==> config.mk <==
export PLATFORM = sky130hd
export DESIGN_NAME = mipsExecCore
export DESIGN_NICKNAME = d
export VERILOG_FILES = /design/src/hw/mipsPkg.sv /design/src/hw/mipsExecCore.sv /design/src/hw/execStage.sv /design/src/hw/regFile.sv /design/src/hw/instrDecode.sv /design/src/hw/alu.sv
export SDC_FILE = /design/constraint.sdc
export NUM_CORES = 2
export LEC_CHECK = 0
export BUFFER_PORTS_ARGS = -buffer_cell sky130_fd_sc_hd__buf_4
export CAP_MARGIN = 40
export CORE_MARGIN = 5
export CORE_UTILIZATION = 55
export CTS_CLUSTER_DIAMETER = 40
export DETAILED_ROUTE_END_ITERATION = 10
export PLACE_DENSITY = 0.74
export SYNTH_ARGS = -nofsm -noshare
export SYNTH_HDL_FRONTEND = slang
export SYNTH_HIERARCHICAL = 1
export SYNTH_SLANG_ARGS = --single-unit
==> constraint.sdc <==
create_clock -name clk -period 6.82 [get_ports clk]
set_clock_uncertainty 0.1 [all_clocks]
set_input_delay 0.682 -clock clk [delete_from_list [all_inputs] [get_ports clk]]
set_output_delay 0.682 -clock clk [all_outputs]
set_load 0.005 [all_outputs]
==> src/hw/mipsPkg.sv <==
// Shared ALU function codes, primary opcodes and register index width imported by the core
package mipsPkg;

    localparam int REG_ADDR_W = 5;  // 32 architectural registers

    // --------------------
    // ALU functions

    // Values match the funct field of SPECIAL so R-type decode is a straight cast
    typedef enum logic [5:0] {
        SLL  = 6'h00,
        SRL  = 6'h02,
        SRA  = 6'h03,
        SLLV = 6'h04,
        SRLV = 6'h06,
        SRAV = 6'h07,
        MOVZ = 6'h0A,   // Write rs if rt == 0
        MOVN = 6'h0B,   // Write rs if rt != 0
        ADD  = 6'h20,   // Traps on signed overflow
        ADDU = 6'h21,
        SUB  = 6'h22,   // Traps on signed overflow
        SUBU = 6'h23,
        AND  = 6'h24,
        OR   = 6'h25,
        XOR  = 6'h26,
        NOR  = 6'h27,
        SLT  = 6'h2A,
        SLTU = 6'h2B
    } aluFuncT;

    // --------------------
    // Primary opcodes

    // Only SPECIAL and the immediate arithmetic/logic group
    typedef enum logic [5:0] {
        SPECIAL = 6'h00,
        ADDI    = 6'h08,
        ADDIU   = 6'h09,
        SLTI    = 6'h0A,
        SLTIU   = 6'h0B,
        ANDI    = 6'h0C,   // Zero-extended immediate
        ORI     = 6'h0D,   // Zero-extended immediate
        XORI    = 6'h0E,   // Zero-extended immediate
        LUI     = 6'h0F
    } opcodeT;

endpackage
==> src/hw/mipsExecCore.sv <==
// Top level of the execute core connecting decoder, register file and execute pipeline
`timescale 1ns/1ps

module mipsExecCore
    import mipsPkg::*;
#(
    parameter bit RESET_ZERO = 1'b1   // Clear registers on reset
)
(
    input  logic                  clk,
    input  logic                  rst,
    input  logic                  instrValid,
    input  logic [31:0]           instr,
    input  logic                  loadValid,
    input  logic [REG_ADDR_W-1:0] loadAddr,
    input  logic [31:0]           loadData,
    output logic                  resultValid,
    output logic [31:0]           result,
    output logic                  carry,
    output logic                  zero,
    output logic                  overflow,
    output logic                  negative,
    output logic                  regWrite,
    output logic [REG_ADDR_W-1:0] writeAddr,
    output logic                  trap,
    output logic                  illegal
);

    logic [REG_ADDR_W-1:0] rsAddr;
    logic [REG_ADDR_W-1:0] rtAddr;
    logic [REG_ADDR_W-1:0] destAddr;
    logic [REG_ADDR_W-1:0] shamt;
    aluFuncT               func;
    logic [31:0]           immValue;
    logic                  useImm;
    logic                  checkOverflow;
    logic                  reserved;
    logic [31:0]           rsData;
    logic [31:0]           rtData;
    logic                  wbEnable;
    logic [REG_ADDR_W-1:0] wbAddr;
    logic [31:0]           wbData;

    instrDecode i_instrDecode (
        .instr         (instr),
        .rsAddr        (rsAddr),
        .rtAddr        (rtAddr),
        .destAddr      (destAddr),
        .func          (func),
        .immValue      (immValue),
        .useImm        (useImm),
        .checkOverflow (checkOverflow),
        .reserved      (reserved),
        .shamt         (shamt)
    );

    regFile #(
        .RESET_ZERO (RESET_ZERO)
    ) i_regFile (
        .clk       (clk),
        .rst       (rst),
        .rsAddr    (rsAddr),
        .rtAddr    (rtAddr),
        .wbEnable  (wbEnable),
        .wbAddr    (wbAddr),
        .wbData    (wbData),
        .loadValid (loadValid),
        .loadAddr  (loadAddr),
        .loadData  (loadData),
        .rsData    (rsData),
        .rtData    (rtData)
    );

    execStage i_execStage (
        .clk           (clk),
        .rst           (rst),
        .instrValid    (instrValid),
        .func          (func),
        .rsData        (rsData),
        .rtData        (rtData),
        .immValue      (immValue),
        .useImm        (useImm),
        .shamt         (shamt),
        .destAddr      (destAddr),
        .checkOverflow (checkOverflow),
        .reserved      (reserved),
        .wbEnable      (wbEnable),
        .wbAddr        (wbAddr),
        .wbData        (wbData),
        .resultValid   (resultValid),
        .result        (result),
        .carry         (carry),
        .zero          (zero),
        .overflow      (overflow),
        .negative      (negative),
        .regWrite      (regWrite),
        .writeAddr     (writeAddr),
        .trap          (trap),
        .illegal       (illegal)
    );

endmodule

==> src/hw/execStage.sv <==
// Two-stage execute pipeline that captures operands, runs the ALU and decides writeback
`timescale 1ns/1ps

module execStage
    import mipsPkg::*;
(
    input  logic                  clk,
    input  logic                  rst,
    input  logic                  instrValid,
    input  aluFuncT               func,
    input  logic [31:0]           rsData,
    input  logic [31:0]           rtData,
    input  logic [31:0]           immValue,
    input  logic                  useImm,
    input  logic [REG_ADDR_W-1:0] shamt,
    input  logic [REG_ADDR_W-1:0] destAddr,
    input  logic                  checkOverflow,
    input  logic                  reserved,
    output logic                  wbEnable,
    output logic [REG_ADDR_W-1:0] wbAddr,
    output logic [31:0]           wbData,
    output logic                  resultValid,
    output logic [31:0]           result,
    output logic                  carry,
    output logic                  zero,
    output logic                  overflow,
    output logic                  negative,
    output logic                  regWrite,
    output logic [REG_ADDR_W-1:0] writeAddr,
    output logic                  trap,
    output logic                  illegal
);

    logic                  s1Valid;
    aluFuncT               s1Func;
    logic [31:0]           s1A;
    logic [31:0]           s1B;
    logic [REG_ADDR_W-1:0] s1Shamt;
    logic [REG_ADDR_W-1:0] s1Dest;
    logic                  s1CheckOvf;
    logic                  s1Reserved;
    logic [31:0]           aluOut;
    logic                  aluCarry;
    logic                  aluZero;
    logic                  aluOverflow;
    logic                  aluNegative;
    logic                  ovfTrap;
    logic                  moveBlocked;
    logic [32:0]           wideRes;

    // --------------------
    // Stage 1 capture
    always_ff @(posedge clk)
    begin
        if (rst)
            s1Valid <= 1'b0;
        else
            s1Valid <= instrValid;
    end

    always_ff @(posedge clk)
    begin
        if (instrValid)
        begin
            s1Func     <= func;
            s1A        <= rsData;
            s1B        <= useImm ? immValue : rtData;
            s1Shamt    <= shamt;
            s1Dest     <= destAddr;
            s1CheckOvf <= checkOverflow;
            s1Reserved <= reserved;
        end
    end

    alu i_alu (
        .a        (s1A),
        .b        (s1B),
        .shamt    (s1Shamt),
        .func     (s1Func),
        .out      (aluOut),
        .carry    (aluCarry),
        .zero     (aluZero),
        .overflow (aluOverflow),
        .negative (aluNegative)
    );

    // --------------------
    // Stage 2 writeback decision
    assign ovfTrap     = s1CheckOvf && aluOverflow && !s1Reserved;
    // s1B holds rt for both moves
    assign moveBlocked = ((s1Func == MOVZ) && (s1B != '0)) ||
                         ((s1Func == MOVN) && (s1B == '0));

    assign wbEnable = s1Valid && !s1Reserved && !ovfTrap && !moveBlocked && (s1Dest != '0);
    assign wbAddr   = s1Dest;
    assign wbData   = aluOut;

    always_ff @(posedge clk)
    begin
        if (rst)
        begin
            resultValid <= 1'b0;
            regWrite    <= 1'b0;
            trap        <= 1'b0;
            illegal     <= 1'b0;
        end
        else
        begin
            resultValid <= s1Valid;   // One-cycle pulse per instruction
            regWrite    <= wbEnable;
            trap        <= s1Valid && ovfTrap;
            illegal     <= s1Valid && s1Reserved;
        end
    end

    always_ff @(posedge clk)
    begin
        if (s1Valid)
        begin
            result    <= aluOut;
            carry     <= aluCarry;
            zero      <= aluZero;
            overflow  <= aluOverflow;
            negative  <= aluNegative;
            writeAddr <= s1Dest;
        end
    end

    // Sign-extended 33-bit result, top two bits differ on signed overflow
    assign wideRes = (s1Func == SUB) ? ({s1A[31], s1A} - {s1B[31], s1B})
                                     : ({s1A[31], s1A} + {s1B[31], s1B});

    trapIsSignedOvf: assert property (@(posedge clk) disable iff (rst)
        (s1Valid && ovfTrap) |-> (wideRes[32] != wideRes[31]))
        else $error("trap raised without signed overflow");

endmodule

==> src/hw/regFile.sv <==
// Register file with two combinational read ports, pipeline writeback and an external load port
`timescale 1ns/1ps

module regFile
    import mipsPkg::*;
#(
    parameter bit RESET_ZERO = 1'b1
)
(
    input  logic                  clk,
    input  logic                  rst,
    input  logic [REG_ADDR_W-1:0] rsAddr,
    input  logic [REG_ADDR_W-1:0] rtAddr,
    input  logic                  wbEnable,
    input  logic [REG_ADDR_W-1:0] wbAddr,
    input  logic [31:0]           wbData,
    input  logic                  loadValid,
    input  logic [REG_ADDR_W-1:0] loadAddr,
    input  logic [31:0]           loadData,
    output logic [31:0]           rsData,
    output logic [31:0]           rtData
);

    logic [31:0] regs [1:31];   // r0 has no storage

    function automatic logic [31:0] readPort(input logic [REG_ADDR_W-1:0] addr);
        logic [31:0] value;
        if (addr == '0)
            value = '0;
        else if (wbEnable && (wbAddr == addr))
            value = wbData;   // Same-edge writeback seen by the next instruction
        else
            value = regs[addr];
        return value;
    endfunction

    always_comb
    begin
        rsData = readPort(rsAddr);
        rtData = readPort(rtAddr);
    end

    always_ff @(posedge clk)
    begin
        if (rst && RESET_ZERO)
        begin
            for (int i = 1; i < 32; i++)
                regs[i] <= '0;
        end
        else
        begin
            if (loadValid && (loadAddr != '0))
                regs[loadAddr] <= loadData;
            // Later assignment wins, so the pipeline port takes a collision
            if (wbEnable && (wbAddr != '0))
                regs[wbAddr] <= wbData;
        end
    end

    // A load without a pipeline collision reads back on the next cycle
    loadReadBack: assert property (@(posedge clk) disable iff (rst)
        (loadValid && (loadAddr != '0) && !(wbEnable && (wbAddr == loadAddr)))
            |=> ((rsAddr != $past(loadAddr)) || (wbEnable && (wbAddr == rsAddr)) ||
                 (rsData == $past(loadData))))
        else $error("loaded register did not read back its value");

endmodule

==> src/hw/instrDecode.sv <==
// Instruction decoder giving register indices, ALU function and operand controls to the core
`timescale 1ns/1ps

module instrDecode
    import mipsPkg::*;
(
    input  logic [31:0]           instr,
    output logic [REG_ADDR_W-1:0] rsAddr,
    output logic [REG_ADDR_W-1:0] rtAddr,
    output logic [REG_ADDR_W-1:0] destAddr,
    output aluFuncT               func,
    output logic [31:0]           immValue,
    output logic                  useImm,
    output logic                  checkOverflow,
    output logic                  reserved,
    output logic [REG_ADDR_W-1:0] shamt
);

    opcodeT                opcode;
    logic [5:0]            functField;
    logic [REG_ADDR_W-1:0] rdField;
    logic [15:0]           imm;

    assign opcode     = opcodeT'(instr[31:26]);
    assign rsAddr     = instr[25:21];
    assign rtAddr     = instr[20:16];
    assign rdField    = instr[15:11];
    assign functField = instr[5:0];
    assign imm        = instr[15:0];

    always_comb
    begin
        func          = ADDU;
        immValue      = {{16{imm[15]}}, imm};   // Sign-extended unless overridden
        useImm        = 1'b1;
        checkOverflow = 1'b0;
        reserved      = 1'b0;
        destAddr      = rtAddr;                 // Immediate group writes rt
        shamt         = '0;

        case (opcode)
            SPECIAL:
            begin
                useImm   = 1'b0;
                destAddr = rdField;
                shamt    = instr[10:6];
                case (functField)
                    ADD, SUB:
                    begin
                        func          = aluFuncT'(functField);
                        checkOverflow = 1'b1;
                    end
                    ADDU, SUBU, AND, OR, XOR, NOR, SLT, SLTU,
                    SLL, SRL, SRA, SLLV, SRLV, SRAV, MOVZ, MOVN:
                        func = aluFuncT'(functField);
                    default:
                        reserved = 1'b1;
                endcase
            end
            ADDI:
            begin
                func          = ADD;
                checkOverflow = 1'b1;
            end
            ADDIU: func = ADDU;
            SLTI:  func = SLT;
            SLTIU: func = SLTU;   // Sign-extended, then compared unsigned
            ANDI:
            begin
                func     = AND;
                immValue = {16'b0, imm};
            end
            ORI:
            begin
                func     = OR;
                immValue = {16'b0, imm};
            end
            XORI:
            begin
                func     = XOR;
                immValue = {16'b0, imm};
            end
            LUI:
            begin
                func     = SLL;   // Immediate shifted into the upper half
                immValue = {16'b0, imm};
                shamt    = 5'd16;
            end
            default: reserved = 1'b1;
        endcase
    end

endmodule

==> src/hw/alu.sv <==
// Combinational ALU used by the execute stage to produce a result and four flags per function
`timescale 1ns/1ps

module alu
    import mipsPkg::*;
(
    input  logic [31:0]           a,
    input  logic [31:0]           b,
    input  logic [REG_ADDR_W-1:0] shamt,
    input  aluFuncT               func,
    output logic [31:0]           out,
    output logic                  carry,
    output logic                  zero,
    output logic                  overflow,
    output logic                  negative
);

    logic [32:0]           sum;
    logic [32:0]           diff;
    logic [REG_ADDR_W-1:0] varAmt;
    logic                  addOvf;
    logic                  subOvf;

    assign sum    = {1'b0, a} + {1'b0, b};
    assign diff   = {1'b0, a} - {1'b0, b};   // Bit 32 is the borrow
    assign varAmt = a[REG_ADDR_W-1:0];        // Variable shifts use low bits only

    // Operands of equal sign giving a result of the other sign
    assign addOvf = (a[31] == b[31]) && (sum[31] != a[31]);
    // Subtract adds ~b, so the signs must differ here
    assign subOvf = (a[31] != b[31]) && (diff[31] != a[31]);

    assign negative = out[31];
    assign zero     = (out == '0);

    always_comb
    begin
        out      = '0;
        carry    = 1'b0;
        overflow = 1'b0;

        case (func)
            // --------------------
            // Add and subtract
            ADD:
            begin
                out      = sum[31:0];
                carry    = sum[32];
                overflow = addOvf;
            end
            ADDU:
            begin
                out      = sum[31:0];
                carry    = sum[32];
                overflow = sum[32];   // Unsigned forms report carry here
            end
            SUB:
            begin
                out      = diff[31:0];
                carry    = diff[32];
                overflow = subOvf;
            end
            SUBU:
            begin
                out      = diff[31:0];
                carry    = diff[32];
                overflow = diff[32];
            end

            // --------------------
            // Shifts of operand b
            SLL:  out = b << shamt;
            SRL:  out = b >> shamt;
            SRA:  out = $signed(b) >>> shamt;
            SLLV: out = b << varAmt;
            SRLV: out = b >> varAmt;
            SRAV: out = $signed(b) >>> varAmt;

            // Logic
            AND:  out = a & b;
            OR:   out = a | b;
            XOR:  out = a ^ b;
            NOR:  out = ~(a | b);

            // Set on less than
            SLT:  out = {31'b0, $signed(a) < $signed(b)};
            SLTU: out = {31'b0, a < b};

            // Write condition is decided in the execute stage
            MOVZ,
            MOVN: out = a;

            default: out = '0;
        endcase
    end

endmodule

== Yosys cells after proc, flatten, opt, wreduce, memory -nomap -nowiden ==
Memory sizes are Yosys's and may differ from the RTL's.
Cells that the tools add are included.

* $lt $le $gt $ge: 2
* Mux-type cells: 30
* Reductions and logical operators: 39
* Equal/unequal tests: 48
* Add/subtract/negate cells: 2
* Shifts and indexed selects: 6
* Bitwise operators: 4

{| class="wikitable"
|+ Operators by type and width
! cell !! number
|-
| 32-bit one-hot mux with 15 select lines || 1
|-
| 32-bit 2-to-1 mux || 7
|-
| 6-bit == test (second input constant) || 20
|-
| 6-bit by 4-bit == test with 1-bit output (second input constant) || 12
|-
| 32-bit zero test || 2
|-
| 32-bit less-than comparator || 2
|-
| 32-bit OR reduction || 2
|-
| 32-bit by 5-bit left shift with 32-bit output || 2
|-
| 32-bit by 5-bit right shift with 32-bit output || 2
|-
| 32-bit by 5-bit >>> shifter with 32-bit output || 2
|-
| 6-bit one-hot mux with 8 select lines || 1
|-
| 6-bit by 3-bit == test with 1-bit output (second input constant) || 6
|-
| 32-bit by 32-bit adder with 33-bit output || 1
|-
| 32-bit by 32-bit subtractor with 33-bit output || 1
|-
| 32-bit AND || 1
|-
| 32-bit NOT || 1
|-
| 32-bit bitwise OR || 1
|-
| 32-bit nonzero test || 1
|-
| 32-bit XOR || 1
|-
| 6-bit by 2-bit == test with 1-bit output (second input constant) || 4
|-
| 6-bit zero test || 3
|-
| 18-bit OR reduction || 1
|-
| 1-bit logical AND || 16
|-
| 5-bit 2-to-1 mux || 3
|-
| 15 further kinds || 38
|}

* Memory bits (writable): 992
* Word-level logic and storage cells: 150
* Input port bits: 73
* Output and inout bits: 45
* Register bits: 128
* Memories kept: 1

{| class="wikitable"
|+ Memory list
! memory !! words !! bits a word !! read ports !! clocked after memory_dff !! wr ports !! line !! RTL
|-
| i_regFile.regs || 31 || 32 || 2 || 0 || 31 || regFile.sv:24 || <nowiki>logic [31:0] regs [1:31];</nowiki>
|}

== Logic depth before layout (Yosys ltp) ==
* Depth in word-level cells: 16
* Gate-level depth with buffers: 26
* Mapped depth without buffers: 22

== Cells and area by module ==
Netlist, hierarchy kept.

{| class="wikitable"
|+ By module, submodules not included
! module !! cells each !! area an instance (µm²) !! instances !! seq. area each (µm²)
|-
| regFile || 4027 || 59042.9 || 1 || 30749.5
|-
| alu || 1909 || 12130.4 || 1 || 0.0
|-
| execStage || 189 || 4336.7 || 1 || 3793.6
|-
| instrDecode || 88 || 651.9 || 1 || 0.0
|}

== Least setup slack after synthesis ==
OpenSTA, ideal clock, no wires.

* Path kind: register to register
* Start point: reg i_execStage.s1B[9]
* End point: mem i_regFile.regs[12][0] (enable)
* Required time: 6254 ps
* Data arrival time: 6077 ps
* Library setup time: 466 ps
* Clock period less this slack: 6643 ps
* Slack: 177 ps
* Buffers on the path: 4
* Cell stages (with the launch flop): 27
* Cell sequence: edfxtp_1 clkbuf_1 inv_1 ha_1 clkbuf_1 o21a_1 o21a_1 a311oi_1 o221ai_1 o2bb2ai_1 o41ai_1 o21ai_0 xnor2_1 nor3_1 a31oi_1 nor3_1 a21o_1 nand2_1 nand4b_1 a21oi_1 nor3b_1 nand2b_1 buf_2 nor2_1 clkbuf_1 nor2_1 o21ai_0

{| class="wikitable"
|+ RTL lines
! element !! line !! RTL
|-
| from (decl) || execStage.sv:37 || <nowiki>logic [31:0] s1B;</nowiki>
|-
| from (signal assigned) || execStage.sv:67 || <nowiki>s1B <= useImm ? immValue : rtData;</nowiki>
|-
| to (decl) || regFile.sv:24 ||
|}

== Worst setup path after layout ==
* Start point: reg i_execStage.s1A[0]
* End point: reg i_execStage.s1B[4] (data pin)

* Cells in the longest elaborated chain, start to end: 14
* Elaborated cells on any way between the ends: 21
* Classes of those cells: add/sub: 2; eq/ne: 2; shift: 3; mux: 5; reduce/logical: 9

{| class="wikitable"
|+ Ends and longest elaborated chain
! element !! line !! RTL
|-
| from (decl) || execStage.sv:36 || <nowiki>logic [31:0] s1A;</nowiki>
|-
| from (signal assigned) || execStage.sv:66 || <nowiki>s1A <= rsData;</nowiki>
|-
| 32-bit by 32-bit subtractor with 33-bit output or 32-bit by 32-bit adder with 33-bit output (tied branches) || alu.sv:25, alu.sv:24 ||
|-
| 1-bit != test, on equally long branches || alu.sv:31, alu.sv:29 ||
|-
| 1-bit logical AND, on equally long branches || alu.sv:31, alu.sv:29 ||
|-
| 1-bit one-hot mux with 4 select lines * || alu.sv:42 || <nowiki>case (func)</nowiki>
|-
| via i_execStage.aluOverflow || execStage.sv:45 || <nowiki>logic aluOverflow;</nowiki>
|-
| 1-bit logical AND * (2 in series) || execStage.sv:89 || <nowiki>assign ovfTrap = s1CheckOvf && aluOverflow && !s1Reserved;</nowiki>
|-
| 1-bit zero test * || execStage.sv:94 || <nowiki>assign wbEnable = s1Valid && !s1Reserved && !ovfTrap && !moveBlocked && (s1Dest != '0);</nowiki>
|-
| 1-bit logical AND * (3 in series) || execStage.sv:94 ||
|-
| via wbEnable || mipsExecCore.sv:40 || <nowiki>logic wbEnable;</nowiki>
|-
| 1-bit logical AND * || regFile.sv:30 || <nowiki>else if (wbEnable && (wbAddr == addr))</nowiki>
|-
| 32-bit 2-to-1 mux * || regFile.sv:30 ||
|-
| 32-bit 2-to-1 mux * || regFile.sv:28 || <nowiki>if (addr == '0)</nowiki>
|-
| via rtData[4] || mipsExecCore.sv:39 || <nowiki>logic [31:0] rtData;</nowiki>
|-
| 32-bit 2-to-1 mux * || execStage.sv:67 ||
|}

The timed path passes the listed nets; every way through them passes the cells marked *.
A chain may end at the register's enable or synchronous reset.

==> reports/metrics.cfg <==
[setup_path]
r2r-start = i_execStage/s1A[0]$_DFFE_PP_
cp-end-kind = flip-flop
start_kind = flip-flop
r2r-end = i_execStage/s1B[4]$_DFFE_PP_
crit_required_ps = 7280
critPathMaxFanout = 10
reg2reg_depth = 27
crit_arrival_ps = 7240
critPathKind = reg2reg
rrSetupSlack_ps = 40

[power_and_ir_drop]
p_leak_uw = 0.0330
p_per_area_nw_per_um2 = 234
vdd_drop_max_uv = 233

[finish]
fill_cells = 9964
multi_input_area_sq_um = 38100
drive_above_1_share_pct = 28.1
ff_latch_area_sq_um = 34500
nNetsFinal = 6554
final_common_cell = edfxtp_1
layout_common_cells = edfxtp_1, a22o_1, buf_4
syn_to_final_growth_pct = 16.8
fin_area_sq_um = 89000
final_cells = 8331

[synthesis]
synthArstFlopShare_pct = 0
synth_top_family_by_area = compound AO/OA/AOI/OAI gates
yosys.area_share.adder_pct = 1.70
synth_xor_xnor_area_share_pct = 0.402
syn_area_per_cell_sq_um = 12.3
synth_top_flop_cell = edfxtp_1
synth_cell_types = 110
synth_edf_count = 1147
ys_ff_latch = 1152
muxShareOfSynthArea_pct = 17.7
synth-compound-area-share_pct = 23.0
syn_area_sq_um = 76200
synth-simple-area-share_pct = 6.09
ys_warn_count = 6
ys_seq_area_share_pct = 45.4
netlist_instances = 6213

[worst_hold_path]
hp-class = in2reg
min_to = i_execStage/s1CheckOvf$_DFFE_PP_
hp-start = instr[26]
whs_path_depth = 2

[route]
vias = 67786
wl_per_cell_um = 43.9
via_per_inst = 8.14
drtAntennaViolNets = 0
drt-initial-drc-count = 11898
firstDrtPassIters = 10
drt-total-wl_mm = 366
drt_drc_violations_left = 0

[cts]
numClockSinks = 1152
cts_tree = yes
cts_max_path_buffers = 3
cts_buffers = 161
cts_root_buf = clkbuf_16
clk_latency_ps = 830
clkTransAtPathRegs_ps = 50
htreeDepth = 4

[floorplan]
num_rows = 136
dieHeight_um = 382
die-area_sq_um = 146000
initial_core_util_pct = 55.4
coreArea_sq_um = 137000
ios = 118
fp.dieW_um = 382

[placed_design]
numPortBuffers = 117
hpwl_mm = 258
gp_congestion = 1.07
place_inst = 8000
postPlaceCellArea_sq_um = 83100

[timing]
setup_viol = 0
slew_headroom_pct = 23.4
worst_slew_pin_slew_ps = 1150
fin_crit_sh_pct = 99.5
hold_viol = 0
period_needed_ps = 6780
slew_violations = 0
fmax_mhz = 147

[global_route]
track_usage_pct = 49.0
grt_pass1_wl_mm = 508
grt_max_degree = 89
grt_pass1_vias = 65283
grt_overflow = 0
antenna_found_initial = 33

[run_status]
status = complete, no violations

[job]
max-cap-violations = 0

[through the flow]
| stage | setup WS [ps] | total power (uW) | utilization (%) | hold WS [ps] | setup TNS (ps) |
|---|---|---|---|---|---|
| 6_report | 36.4 | 20900 | 64.7 | 144 | 0 |
| 5_1_grt | -85.6 | 21200 | 64.7 | 145 | -320 |
| 4_1_cts | 75.7 | 20600 | 64.6 | 129 | 0 |
| 3_5_place_dp | -295 | 12100 | 60.5 | 475 | -11800 |
| 3_3_place_gp | -318 | 12000 | 60.4 | 472 | -3530 |
| 2_1_floorplan | 177 | 10300 | - | 320 | 0 |
[cells in the mapped netlist (15+ instances only)]
cell / n / area [sq um]
a211o_1: 43 / 377
nor2_1: 226 / 848
xnor2_1: 30 / 263
nand2_1: 191 / 717
buf_1: 64 / 240
clkbuf_1: 506 / 1900
nand3_1: 65 / 325
o221ai_1: 18 / 158
a22o_1: 1004 / 8790
or3_1: 38 / 238
nor4_1: 32 / 200
a211oi_1: 112 / 841
mux2i_1: 219 / 2190
and2_1: 24 / 150
a21oi_1: 322 / 1610
buf_2: 198 / 991
o31ai_1: 25 / 188
buf_6: 27 / 304
mux2_2: 64 / 721
ha_1: 100 / 1250
edfxtp_1: 1147 / 34400
inv_1: 117 / 439
o21a_1: 18 / 135
o22ai_1: 44 / 275
a221oi_1: 57 / 499
a221o_1: 38 / 380
a21o_1: 40 / 300
o21ai_0: 189 / 946
nor3_1: 118 / 591
o211ai_1: 48 / 360
nand4_1: 19 / 119
nor2_2: 18 / 113
buf_4: 68 / 510
a31oi_1: 29 / 181
nand2b_1: 22 / 138
o21ai_1: 15 / 75.1
nor2b_1: 39 / 244
mux4_2: 467 / 10500
a22oi_1: 132 / 991
[metal layers]
metal,GRT usage [%],vias up,share of wire (%)
met2,77.1,6911,45
met3,16.6,2037,14
met4,37.0,24,11
met5,0,-,0.071
met1,55.4,32984,30
li1,-,25830,-
[flip-flops by register name (all words and copies together), names as in the netlist]
name	flops
i_regFile/regs	1024
i_execStage/result	32
i_execStage/s1A	32
i_execStage/s1B	32
i_execStage/s1Func	6
i_execStage/s1Shamt	5
i_execStage/wbAddr	5
i_execStage/writeAddr	5
i_execStage/carry	1
i_execStage/illegal	1
i_execStage/negative	1
i_execStage/overflow	1
i_execStage/regWrite	1
i_execStage/resultValid	1
i_execStage/s1CheckOvf	1
i_execStage/s1Reserved	1
i_execStage/s1Valid	1
i_execStage/trap	1
i_execStage/zero	1
[kinds of logic after synthesis]
logic type / Yosys count
other: 2
adder cells (fa/ha/maj): 102
multiplexers: 753
buffers and inverters: 983
flip-flops: 1152
XOR/XNOR: 35
AND/OR/NAND/NOR: 901
AO/OA/AOI/OAI: 2285
[area by class of cell]
cell class,count,share of cell area [%]
antenna,24,0.0675
clock buffer,173,4.60
clock inverter,124,1.72
inverter,119,0.506
multi-input combinational,4109,42.8
sequential,1152,38.8
tap,1794,2.52
timing repair buffer,836,8.91
[power breakdown]
group	switching, uW	internal (uW)	leakage, uW
Sequential	199	8050	0.0122
Clock	3540	5120	0.00269
Combinational	2650	1300	0.0181
Total	6380	14500	0.0330
[timing repair]
item                                    in CTS  in global routing
cloned                                       0                  0
hold buffers                                 0                  0
endpoints found under the hold margin        0                  0
buffers inserted                             1                  2
endpoints found under the setup margin     367               2048
gates resized for setup                      3                 15
pin swaps                                    0                  1
[worst max path at each step]
stage                                       from                              end  slack [ps]  cells after the start
floorplan           i_execStage/s1B[9]$_DFFE_PP_  i_regFile/regs[12][0]$_DFFE_PP_         180                     26
global placement    i_execStage/s1B[0]$_DFFE_PP_     i_execStage/s1B[4]$_DFFE_PP_        -320                     27
detailed placement  i_execStage/s1B[0]$_DFFE_PP_     i_execStage/s1B[4]$_DFFE_PP_        -300                     27
CTS                 i_execStage/s1B[0]$_DFFE_PP_     i_execStage/s1B[4]$_DFFE_PP_          80                     27
global route        i_execStage/s1B[7]$_DFFE_PP_     i_execStage/s1B[4]$_DFFE_PP_         -90                     28
finish              i_execStage/s1A[0]$_DFFE_PP_     i_execStage/s1B[4]$_DFFE_PP_          40                     27
[critical path, stage by stage, from the launching register on]
cell      delay (ps)
edfxtp_1         400
buf_4            200
inv_1             80
ha_1             170
inv_1             50
fa_1             370
nor2b_1          170
o311a_1          340
o31a_1           250
buf_4            170
o311ai_1         540
a31oi_1          230
a21oi_1          410
o21ba_2          250
o31ai_2           90
o311ai_4         120
a21o_4           370
nand2_1          130
nand4b_1         210
a21oi_4           90
nand2_1          120
buf_4            150
nor2_1            70
and2_1           250
buf_12           170
buf_4            180
a211o_1          480
mux2_2           330
Power figures use the tool's default switching activity.
